==> config.mk <==
export PLATFORM = sky130hd
export DESIGN_NAME = fb_video_top
export DESIGN_NICKNAME = d
export VERILOG_FILES = /design/src/rtl/fb_video_pkg.sv /design/src/rtl/raster_timing.sv /design/src/rtl/pattern_writer.sv /design/src/rtl/vram_arbiter.sv /design/src/rtl/vram_reader.sv /design/src/rtl/video_out.sv /design/src/rtl/fb_video_top.sv
export SDC_FILE = /design/constraint.sdc
export NUM_CORES = 1
export LEC_CHECK = 0
export ABC_AREA = 1
export BUFFER_PORTS_ARGS = -buffer_cell sky130_fd_sc_hd__buf_2
export CORE_UTILIZATION = 50
export CTS_CLUSTER_DIAMETER = 100
export DETAILED_ROUTE_END_ITERATION = 7
export PLACE_DENSITY = 0.71
export SYNTH_ARGS = -nofsm -noshare
export SYNTH_HDL_FRONTEND = slang
export SYNTH_SLANG_ARGS = --single-unit
==> constraint.sdc <==
create_clock -name clk -period 12 [get_ports clk]
set_clock_uncertainty 0.15 [all_clocks]
set_input_delay 0.6 -clock clk [delete_from_list [all_inputs] [get_ports clk]]
set_output_delay 0.6 -clock clk [all_outputs]
set_load 0.01 [all_outputs]
==> src/rtl/fb_video_pkg.sv <==
////////////////////////////////////////
// frame-buffer video package
// widths, pixel and word types, raster
// and memory-port structs
////////////////////////////////////////

package fb_video_pkg;

   ////////////////////////////////////////
   // widths
   ////////////////////////////////////////

   // zbt word address and data
   localparam int ADDR_W = 19;
   localparam int WORD_W = 36;

   // one pixel is three 6-bit colour fields, two per word
   localparam int CHAN_W = 6;
   localparam int PIX_W = 3 * CHAN_W;

   // raster counters
   localparam int HCOUNT_W = 11;
   localparam int VCOUNT_W = 10;

   // pixels between fetch forecast and display
   localparam int FETCH_AHEAD = 8;

   ////////////////////////////////////////
   // types
   ////////////////////////////////////////

   typedef logic [ADDR_W-1:0] addr_t;
   typedef logic [WORD_W-1:0] word_t;
   typedef logic [PIX_W-1:0]  pixel_t;

   // raster position and timing, syncs active low
   typedef struct packed {
      logic [HCOUNT_W-1:0] hcount;
      logic [VCOUNT_W-1:0] vcount;
      logic                hsync;
      logic                vsync;
      logic                blank;
   } raster_t;

   // one request on the zbt port
   typedef struct packed {
      addr_t addr;
      logic  we;
      word_t wdata;
   } mem_req_t;

endpackage

==> src/rtl/raster_timing.sv <==
////////////////////////////////////////
// raster timing generator
// pixel and line counters with hsync,
// vsync and blank for the display
////////////////////////////////////////

`timescale 1ns/100ps

module raster_timing #(
   parameter int H_ACTIVE     = 1024,
   parameter int H_SYNC_START = 1048,
   parameter int H_SYNC_END   = 1184,
   parameter int H_TOTAL      = 1344,
   parameter int V_ACTIVE     = 768,
   parameter int V_SYNC_START = 777,
   parameter int V_SYNC_END   = 783,
   parameter int V_TOTAL      = 806
) (
   input  logic                  clk,
   input  logic                  rst_n,
   output fb_video_pkg::raster_t raster
);

   localparam int HW = fb_video_pkg::HCOUNT_W;
   localparam int VW = fb_video_pkg::VCOUNT_W;

   // events fire one count early so the registered outputs line up
   localparam logic [HW-1:0] H_BLANK_AT = HW'(H_ACTIVE - 1);
   localparam logic [HW-1:0] H_SON_AT   = HW'(H_SYNC_START - 1);
   localparam logic [HW-1:0] H_SOFF_AT  = HW'(H_SYNC_END - 1);
   localparam logic [HW-1:0] H_LAST     = HW'(H_TOTAL - 1);
   localparam logic [VW-1:0] V_BLANK_AT = VW'(V_ACTIVE - 1);
   localparam logic [VW-1:0] V_SON_AT   = VW'(V_SYNC_START - 1);
   localparam logic [VW-1:0] V_SOFF_AT  = VW'(V_SYNC_END - 1);
   localparam logic [VW-1:0] V_LAST     = VW'(V_TOTAL - 1);

   logic hblank;
   logic vblank;
   logic hreset;
   logic vreset;
   logic next_hblank;
   logic next_vblank;

   // end of line, and end of frame on the last line
   assign hreset = (raster.hcount == H_LAST);
   assign vreset = hreset && (raster.vcount == V_LAST);

   always_comb
   begin
      // horizontal blank runs from the end of active to the line wrap
      next_hblank = hblank;
      if (hreset)
         next_hblank = 1'b0;
      else if (raster.hcount == H_BLANK_AT)
         next_hblank = 1'b1;
      // vertical blank switches only at a line wrap
      next_vblank = vblank;
      if (vreset)
         next_vblank = 1'b0;
      else if (hreset && (raster.vcount == V_BLANK_AT))
         next_vblank = 1'b1;
   end

   always_ff @(posedge clk or negedge rst_n)
   begin
      if (!rst_n)
      begin
         raster <= '{hcount: '0, vcount: '0, hsync: 1'b1, vsync: 1'b1, blank: 1'b0};
         hblank <= 1'b0;
         vblank <= 1'b0;
      end
      else
      begin
         raster.hcount <= hreset ? '0 : raster.hcount + 1'b1;
         if (hreset)
            raster.vcount <= vreset ? '0 : raster.vcount + 1'b1;
         // syncs are active low
         if (raster.hcount == H_SON_AT)
            raster.hsync <= 1'b0;
         else if (raster.hcount == H_SOFF_AT)
            raster.hsync <= 1'b1;
         if (hreset && (raster.vcount == V_SON_AT))
            raster.vsync <= 1'b0;
         else if (hreset && (raster.vcount == V_SOFF_AT))
            raster.vsync <= 1'b1;
         hblank <= next_hblank;
         vblank <= next_vblank;
         raster.blank <= next_vblank | next_hblank;
      end
   end

   // line wrap must keep the count inside the line
   a_hcount_range : assert property (
      @(posedge clk) disable iff (!rst_n) raster.hcount < H_TOTAL);

endmodule

==> src/rtl/pattern_writer.sv <==
////////////////////////////////////////
// test-pattern writer
// bar pattern words from a free-running
// counter, offered as write requests
////////////////////////////////////////

`timescale 1ns/100ps

module pattern_writer (
   input  logic                   clk,
   input  logic                   rst_n,
   input  logic                   pat_sel,
   output fb_video_pkg::mem_req_t wr_req
);

   // counter runs every cycle, used or not
   logic [31:0] count;
   // five counter bits per 9-bit slice of the word
   logic [4:0]  chunk;

   always_ff @(posedge clk or negedge rst_n)
   begin
      if (!rst_n)
         count <= '0;
      else
         count <= count + 1'b1;
   end

   // pat_sel picks the shorter bar period
   assign chunk = pat_sel ? count[7:3] : count[8:4];

   always_comb
   begin
      // low counter bits sweep the whole buffer
      wr_req.addr = count[fb_video_pkg::ADDR_W-1:0];
      // always a write, the arbiter decides if it goes out
      wr_req.we = 1'b1;
      // four copies of chunk with four zero bits each
      wr_req.wdata = {4{chunk, 4'b0000}};
   end

endmodule

==> src/rtl/vram_arbiter.sv <==
////////////////////////////////////////
// vram port arbiter
// display fetches first, pattern writes
// in blanking, idle reads otherwise
////////////////////////////////////////

`timescale 1ns/100ps

module vram_arbiter (
   input  logic                   clk,
   input  fb_video_pkg::raster_t  raster,
   input  logic                   hold,
   input  logic                   fetch,
   input  fb_video_pkg::addr_t    fetch_addr,
   input  fb_video_pkg::mem_req_t wr_req,
   output fb_video_pkg::mem_req_t mem_req
);

   always_comb
   begin
      // fetch and idle reads both use the fetch address
      mem_req.addr  = fetch_addr;
      mem_req.we    = 1'b0;
      mem_req.wdata = wr_req.wdata;
      // look-ahead reads inside blanking win over writes
      // a write that loses to a fetch is dropped
      if (!fetch && raster.blank && !hold)
         mem_req = wr_req;
   end

   // a display read and a write never share the port
   a_fetch_no_write : assert property (
      @(posedge clk) fetch |-> !mem_req.we);

endmodule

==> src/rtl/vram_reader.sv <==
////////////////////////////////////////
// vram display reader
// forecasts the raster, fetches one word
// per two pixels and unpacks it
////////////////////////////////////////

`timescale 1ns/100ps

module vram_reader #(
   parameter int H_ACTIVE = 1024,
   parameter int H_TOTAL  = 1344,
   parameter int V_TOTAL  = 806
) (
   input  logic                  clk,
   input  logic                  rst_n,
   input  fb_video_pkg::raster_t raster,
   input  fb_video_pkg::word_t   mem_rdata,
   output logic                  fetch,
   output fb_video_pkg::addr_t   fetch_addr,
   output fb_video_pkg::pixel_t  pixel
);

   localparam int HW = fb_video_pkg::HCOUNT_W;
   localparam int VW = fb_video_pkg::VCOUNT_W;
   localparam int PW = fb_video_pkg::PIX_W;
   localparam int WW = fb_video_pkg::WORD_W;
   // column bits within the active line, H_ACTIVE is a power of two
   localparam int HA_BITS = $clog2(H_ACTIVE);
   localparam logic [HW-1:0] H_AHEAD = HW'(fb_video_pkg::FETCH_AHEAD);
   localparam logic [HW-1:0] H_WRAP  = HW'(H_TOTAL - fb_video_pkg::FETCH_AHEAD);
   localparam logic [HW-1:0] H_END   = HW'(H_ACTIVE);
   localparam logic [VW-1:0] V_LAST  = VW'(V_TOTAL - 1);
   // word steps on odd pixels, two memory cycles already spent
   localparam int HOLD_STAGES = (fb_video_pkg::FETCH_AHEAD - 2) / 2;

   logic [HW-1:0]       hcount_f;
   logic [VW-1:0]       vcount_f;
   logic                wrap;
   logic [1:0]          fetch_d;
   fb_video_pkg::word_t rd_latched;
   fb_video_pkg::word_t hold_q [HOLD_STAGES];

   ////////////////////////////////////////
   // forecast and fetch
   ////////////////////////////////////////

   // position FETCH_AHEAD pixels later, wrapping into next line/frame
   assign wrap = (raster.hcount >= H_WRAP);
   assign hcount_f = wrap ? raster.hcount - H_WRAP : raster.hcount + H_AHEAD;
   assign vcount_f = !wrap ? raster.vcount
                   : (raster.vcount == V_LAST) ? '0 : raster.vcount + 1'b1;

   // one read per even pixel of the active line
   assign fetch = !hcount_f[0] && (hcount_f < H_END);
   assign fetch_addr = fb_video_pkg::addr_t'({vcount_f, hcount_f[HA_BITS-1:1]});

   ////////////////////////////////////////
   // read data and unpack
   ////////////////////////////////////////

   // marker follows the two-cycle read latency
   always_ff @(posedge clk or negedge rst_n)
   begin
      if (!rst_n)
         fetch_d <= '0;
      else
         fetch_d <= {fetch_d[0], fetch};
   end

   // catch the word in the cycle it is on the bus
   always_ff @(posedge clk)
   begin
      if (fetch_d[1])
         rd_latched <= mem_rdata;
   end

   // hold chain moves on odd pixels so the last stage covers an even/odd pair
   always_ff @(posedge clk)
   begin
      if (raster.hcount[0])
      begin
         hold_q[0] <= rd_latched;
         for (int i = 1; i < HOLD_STAGES; i++)
            hold_q[i] <= hold_q[i-1];
      end
   end

   // even pixel takes the upper half
   assign pixel = raster.hcount[0] ? hold_q[HOLD_STAGES-1][PW-1:0]
                                   : hold_q[HOLD_STAGES-1][WW-1:PW];

   // reads come on even forecasts only, never back to back
   a_fetch_even : assert property (
      @(posedge clk) disable iff (!rst_n) fetch |-> !hcount_f[0] ##1 !fetch);

endmodule

==> src/rtl/video_out.sv <==
////////////////////////////////////////
// video output stage
// bar override, registered RGB, blank_b
// and syncs
////////////////////////////////////////

`timescale 1ns/100ps

module video_out (
   input  logic                          clk,
   input  logic                          rst_n,
   input  logic                          bars,
   input  fb_video_pkg::raster_t         raster,
   input  fb_video_pkg::pixel_t          pixel,
   output logic [fb_video_pkg::CHAN_W+1:0] red,
   output logic [fb_video_pkg::CHAN_W+1:0] green,
   output logic [fb_video_pkg::CHAN_W+1:0] blue,
   output logic                          hsync,
   output logic                          vsync,
   output logic                          blank_b
);

   localparam int CW = fb_video_pkg::CHAN_W;
   localparam int PW = fb_video_pkg::PIX_W;

   fb_video_pkg::pixel_t pix_sel;
   fb_video_pkg::pixel_t pix_q;

   always_comb
   begin
      pix_sel = pixel;
      if (bars)
      begin
         // vertical bars, 64 columns wide, in red only
         pix_sel = '0;
         pix_sel[PW-1 -: 3] = raster.hcount[8:6];
      end
   end

   always_ff @(posedge clk)
      pix_q <= pix_sel;

   always_ff @(posedge clk or negedge rst_n)
   begin
      if (!rst_n)
      begin
         hsync   <= 1'b1;
         vsync   <= 1'b1;
         blank_b <= 1'b0;
      end
      else
      begin
         hsync   <= raster.hsync;
         vsync   <= raster.vsync;
         blank_b <= ~raster.blank;
      end
   end

   // dac takes 8-bit channels, low two bits zero
   assign red   = {pix_q[3*CW-1:2*CW], 2'b00};
   assign green = {pix_q[2*CW-1:CW], 2'b00};
   assign blue  = {pix_q[CW-1:0], 2'b00};

endmodule

==> src/rtl/fb_video_top.sv <==
////////////////////////////////////////
// frame-buffer display engine top
// raster, pattern writer, zbt arbiter,
// display reader and VGA output stage
////////////////////////////////////////

`timescale 1ns/100ps

module fb_video_top #(
   parameter int H_ACTIVE     = 1024,
   parameter int H_SYNC_START = 1048,
   parameter int H_SYNC_END   = 1184,
   parameter int H_TOTAL      = 1344,
   parameter int V_ACTIVE     = 768,
   parameter int V_SYNC_START = 777,
   parameter int V_SYNC_END   = 783,
   parameter int V_TOTAL      = 806
) (
   input  logic                            clk,
   input  logic                            rst_n,
   input  logic                            pat_sel,
   input  logic                            hold,
   input  logic                            bars,
   input  fb_video_pkg::word_t             mem_rdata,
   output fb_video_pkg::mem_req_t          mem_req,
   output logic [fb_video_pkg::CHAN_W+1:0] red,
   output logic [fb_video_pkg::CHAN_W+1:0] green,
   output logic [fb_video_pkg::CHAN_W+1:0] blue,
   output logic                            hsync,
   output logic                            vsync,
   output logic                            blank_b
);

   fb_video_pkg::raster_t  raster;
   fb_video_pkg::mem_req_t wr_req;
   fb_video_pkg::addr_t    fetch_addr;
   fb_video_pkg::pixel_t   pixel;
   logic                   fetch;

   // raster timing, shared by every block below
   raster_timing #(
      .H_ACTIVE(H_ACTIVE), .H_SYNC_START(H_SYNC_START),
      .H_SYNC_END(H_SYNC_END), .H_TOTAL(H_TOTAL),
      .V_ACTIVE(V_ACTIVE), .V_SYNC_START(V_SYNC_START),
      .V_SYNC_END(V_SYNC_END), .V_TOTAL(V_TOTAL)
   ) i_raster_timing (
      .clk(clk), .rst_n(rst_n), .raster(raster)
   );

   // pattern source for blank-time writes
   pattern_writer i_pattern_writer (
      .clk(clk), .rst_n(rst_n), .pat_sel(pat_sel), .wr_req(wr_req)
   );

   // single zbt port
   vram_arbiter i_vram_arbiter (
      .clk(clk), .raster(raster), .hold(hold), .fetch(fetch),
      .fetch_addr(fetch_addr), .wr_req(wr_req), .mem_req(mem_req)
   );

   vram_reader #(
      .H_ACTIVE(H_ACTIVE), .H_TOTAL(H_TOTAL), .V_TOTAL(V_TOTAL)
   ) i_vram_reader (
      .clk(clk), .rst_n(rst_n), .raster(raster), .mem_rdata(mem_rdata),
      .fetch(fetch), .fetch_addr(fetch_addr), .pixel(pixel)
   );

   // one register stage to the pins
   video_out i_video_out (
      .clk(clk), .rst_n(rst_n), .bars(bars), .raster(raster), .pixel(pixel),
      .red(red), .green(green), .blue(blue),
      .hsync(hsync), .vsync(vsync), .blank_b(blank_b)
   );

endmodule

* Word-level counts from Yosys, hierarchy flattened
Memories as Yosys holds them, arrays and structs flattened.
Index checks and enable logic that the tools add are counted.
** Storage, ports and cells
- Register bits after elaboration :: 117
- Latch bits :: 0
- Memory bits (writable) :: 108
- Memory bits (read-only) :: 0
- Bits of input ports :: 41
- Logic and storage cells :: 64
- Memories :: 1
** Cells by class
- Add/sub/neg operators :: 5
- $mul :: 0
- Div/mod/pow operators :: 0
- $lt $le $gt $ge :: 2
- Equal/unequal tests :: 8
- Shifts and indexed selects :: 0
- Muxes and demuxes :: 19
- Bitwise gates (word level) :: 2
- Reduce and logical (&&, ||, !) cells :: 12
** Memory list
- i_vram_reader.hold_q :: depth 3, bits a word 36, read ports 3, clocked after memory_dff 0, write ports 3, line vram_reader.sv:41 : fb_video_pkg::word_t hold_q [HOLD_STAGES];
** Operators by type and width (count)
- 2-to-1 mux 56 bit :: 1
- equality test 10 bit, second input constant :: 4
- 2-to-1 mux 18 bit :: 2
- equality test 11 bit, second input constant :: 3
- adder 32 x 1 -> 32 bit, second input constant :: 1
- 2-to-1 mux 10 bit :: 3
- 2-to-1 mux 11 bit :: 2
- adder 11 x 1 -> 11 bit, second input constant :: 1
- adder 11 x 4 -> 11 bit, second input constant :: 1
- equality test 11 x 10 -> 1 bit, second input constant :: 1
- greater-or-equal comparator 11 bit, second input constant :: 1
- < comparator 11 bit, second input constant :: 1
- subtractor 11 bit, second input constant :: 1
- adder 10 x 1 -> 10 bit, second input constant :: 1
- 2-to-1 mux 1 bit :: 10
- logical AND 1 bit :: 7
- 2-to-1 mux 5 bit :: 1
- nonzero test 2 bit :: 2
- logical NOT 1 bit :: 3
- inverter 1 bit :: 1
- bitwise OR 1 bit :: 1

* Longest topological paths before layout
- Word-level depth :: 8
- Gate-level depth with buffers :: 13
- Gate-level depth less buffers :: 12

* By module
Synthesis repeated with hierarchy kept, for this count alone.
** Second synthesis, totals
- Cell total of the unflattened synthesis :: 852
- Area total of the unflattened synthesis :: 9356.5 µm²
** By module, submodules not included
- vram_reader :: instances 1, cells an instance 343, area each 5326.4 µm²
- raster_timing :: instances 1, cells an instance 185, area each 1501.4 µm²
- pattern_writer :: instances 1, cells an instance 147, area each 1211.2 µm²
- video_out :: instances 1, cells an instance 71, area each 666.9 µm²
- vram_arbiter :: instances 1, cells an instance 106, area each 650.6 µm²

* Worst setup path after synthesis
No wires, ideal clock.
- Kind :: flip-flop to output port
- Start :: register, netlist name i_raster_timing.raster[13]
- End :: output port mem_req[44] (netlist name)
- Arrival time :: 4501 ps
- Setup slack :: 6749 ps
- Cell stages (with the launch flop) :: 14
- Cell sequence :: dfrtp_1 > inv_1 > buf_1 > clkbuf_1 > ha_1 > and3_1 > nand3_2 > nand2_4 > nand2_4 > nand3_4 > nand2_4 > buf_6 > nand2_1 > nand2_1
** RTL lines
- to (decl) :: line fb_video_top.sv:25 : output fb_video_pkg::mem_req_t mem_req,

==> out/qor_table.md <==
| Metric | Value |
| --- | --- |
| Run status | complete, no violations |
| Most common library cell in the layout ignoring fill and taps | sky130_fd_sc_hd__edfxtp_1 |
| Startpoint class of the critical path | flip-flop |
| Final RePlAce weighted congestion | 0.9840 |
| Die Area | 17380 um2 |
| Pre-antenna DRT Iters | 5 |
| Total routing resource utilization after global routing | 0.1590 |
| Cell at the root of the clock tree | sky130_fd_sc_hd__clkbuf_16 |
| I/O pin cnt | 124 |
| Via count of the first global-routing pass | 4643 |
| Max IR drop VDD | 121.1 uV |
| Pin slew with the least headroom to its limit | 0.9153 ns |
| Post-CTS setup-driven buffer insertion count | 0 |
| Worst hold-check path type | in -> async |
| Leakage power | 4.181 nW |
| Port-buffer cells | 101 |
| Fmax | 237.4 MHz |
| Detailed-route wire length | 13.56 mm |
| Required time at the worst-slack endpoint | 11.25 ns |
| H-tree levels | 1 |
| Grt ovf | 0 |
| TritonCTS clock tree | yes |
| Prevailing post-synth register cell | sky130_fd_sc_hd__edfxtp_1 |
| Total number of nets in the final design | 835 |
| Core region area | 16520 um2 |
| Vert. Die Dim | 131.9 um |
| Pins over their slew limit | 0 |
| Clock slew at reported path FFs | 0.06 ns |
| Total Negative Setup Slacks | 0 ns |
| Number of antenna repair diodes | 0 |
| Pin count of the biggest net entering global routing | 75 |
| Commonest non-fill, non-tap cells in the layout | sky130_fd_sc_hd__edfxtp_1, sky130_fd_sc_hd__nand2_1, sky130_fd_sc_hd__buf_2 |
| Ratio of total power to cell area | 151.4 nW/um2 |
| Post-detailed-route DRC marker count | 0 |
| CP Capture Type | output port |
| Data arrival time of the critical path | 3.46 ns |
| Half-perimeter wire length after placement | 9.355 mm |
| Clock Tree Buf Depth | 3 |
| Area delta synth->final | 14.14% |
| Mean instance size in the synthesized netlist | 12.15 um2 |
| Via count | 4877 |
| Max_slew headroom | 0.3875 |
| First-pass GRT wire length | 22.27 mm |
| TritonCTS Buffers | 22 |
| Count of maximum capacitance violations | 0 |
| Clock insertion delay at the later pin of the skew report | 0.50 ns |
| Floorplan row count | 47 |
| Die outline width | 131.9 um |
| Netlist cell types | 39 |
| Quantity of gates resized following cts | 0 |
| Clock sink count | 212 |
| Fraction of the yosys area taken by sequential cells | 0.7047 |
| Share of final-layout standard cells stronger than drive strength 1 | 0.1998 |
| RSZ-0062 raised after global routing | false |
| Number of nets with antenna violations after routing | 0 |
| Number of antenna violations at the first check in global routing | 0 |
| Final period utilization | 0.3510 |
| Initial core utilization | 0.5102 |
| Summed instance area of the synthesized netlist | 8431 um2 |
| Total power | 1.457 mW |
| Final number of setup-violating endpoints | 0 |
| Proportion of register bits with asynchronous set or reset after synthesis | 0.2358 |
| CP Class | reg -> out |
| Post-Synthesis Cells | 694 |
| Final Hold Fails | 0 |
| Via count normalized by instance count | 4.777 |
| Final-layout fill cell count | 1320 |
| Biggest fanout along the worst timing path | 56 |
| EDFF count, synth | 144 |
| Tmin final | 4.212 ns |
| Synthesized flop and latch total | 212 |
| Post-CTS Hold Buffers | 0 |
| Synth Warn # | 0 |
| WL per Instance | 13.28 um |
| Iteration-0 DRC count of the detailed router | 252 |
-- cell type report --
class                      instances  area, um2  share of cell area
clock inverter                    10      121.4             0.01261
clock buffer                      29      586.8             0.06098
timing repair buffer             105      535.5             0.05565
sequential                       212       5944              0.6177
tap                              220      275.3             0.02860
inverter                          48      180.2             0.01872
multi-input combinational        397       1979              0.2057
-- critical path, stage by stage (launching register included) --
cell and delay (ns):
sky130_fd_sc_hd__dfrtp_4 0.83, sky130_fd_sc_hd__inv_1 0.52, sky130_fd_sc_hd__ha_1 0.34, sky130_fd_sc_hd__and3_1 0.19, sky130_fd_sc_hd__nand3_2 0.09, sky130_fd_sc_hd__nand2_4 0.10, sky130_fd_sc_hd__nand2_4 0.09, sky130_fd_sc_hd__nand3_4 0.21
sky130_fd_sc_hd__nand2_4 0.30, sky130_fd_sc_hd__nand2_1 0.09, sky130_fd_sc_hd__nand2_1 0.08, sky130_fd_sc_hd__buf_2 0.13
-- power breakdown --
| part | internal, mW | total [mW] | switching, mW |
|---|---|---|---|
| combinational | 0.00840 | 0.0228 | 0.0144 |
| sequential | 0.786 | 0.788 | 0.00203 |
| clock | 0.389 | 0.647 | 0.258 |
| total | 1.18 | 1.46 | 0.274 |
-- sequential cells by signal, summed over array words and instances, names as in the netlist --
register	count
i_video_out.pix_q	18
i_video_out.vsync	1
i_vram_reader.rd_latched	36
i_vram_reader.hold_q	108
i_video_out.hsync	1
i_raster_timing.vblank	1
i_raster_timing.raster	24
i_video_out.blank_b	1
i_pattern_writer.count	19
i_raster_timing.hblank	1
i_vram_reader.fetch_d	2
-- layer usage --
metal	vias to the layer above	wire length, um	global-route usage
met2	130	6725	0.2693
met4	0	432	0.07106
li1	2472	-	-
met3	29	590	0.03114
met5	-	0	0
met1	2246	5808	0.1987
-- cells by family (layout without fill, tap and decap cells) --
family	count (synthesis)	in the layout	synth area share
AO/OA/AOI/OAI	61	61	0.03829
XOR/XNOR	30	30	0.03117
flip-flops	212	212	0.7047
adder cells (fa/ha/maj)	8	8	0.01187
buffers and inverters	106	192	0.06990
other	1	22	0.0004448
AND/OR/NAND/NOR	276	276	0.1437
-- worst paths after layout --
check | endpoint | from | cells past startpoint | slack, ns
max | mem_req[42] | i_raster_timing.raster[13] | 11 | 7.79
min | i_raster_timing.raster[5] | rst_n | 2 | 0.05
max reg2reg | i_raster_timing.raster[0] | i_raster_timing.raster[13] | 8 | 8.76
min reg2reg | i_video_out.hsync | i_raster_timing.raster[2] | 0 | 0.21
max in group asynchronous | i_raster_timing.raster[13] | rst_n | 2 | 11.15
min in group clk | i_vram_reader.rd_latched[14] | mem_rdata[14] | 1 | 0.12
-- synthesized netlist by cell type, drive strengths merged (2+ instances only) --
cell,number,share of area
nor2,63,0.030
o21ai,42,0.025
nand2,140,0.065
inv,48,0.021
a21oi,12,0.0071
nor4,2,0.0015
nand4,9,0.0067
edfxtp,144,0.51
nor3,10,0.0065
dfxtp,18,0.043
buf,48,0.044
ha,8,0.012
xnor2,5,0.0052
xor2,25,0.026
clkbuf,10,0.0045
dfstp,4,0.012
a22oi,3,0.0027
nand3,48,0.031
dfrtp,46,0.14
-- metrics by stage --
stage,area (um2),hold slack (ns),setup slack [ns],util,cells
after global routing,9623,0.09224,7.464,0.5823,1021
after global placement,8915,0.1983,8.431,0.5395,982
final,9623,0.04682,7.788,0.5823,1021
after CTS,9623,0.07431,7.731,0.5823,1021
after floorplan,8509,0.1544,6.749,-,715
after detailed placement,8915,0.2091,8.295,0.5395,982
Note: power is estimated with default switching activity, not from simulation.
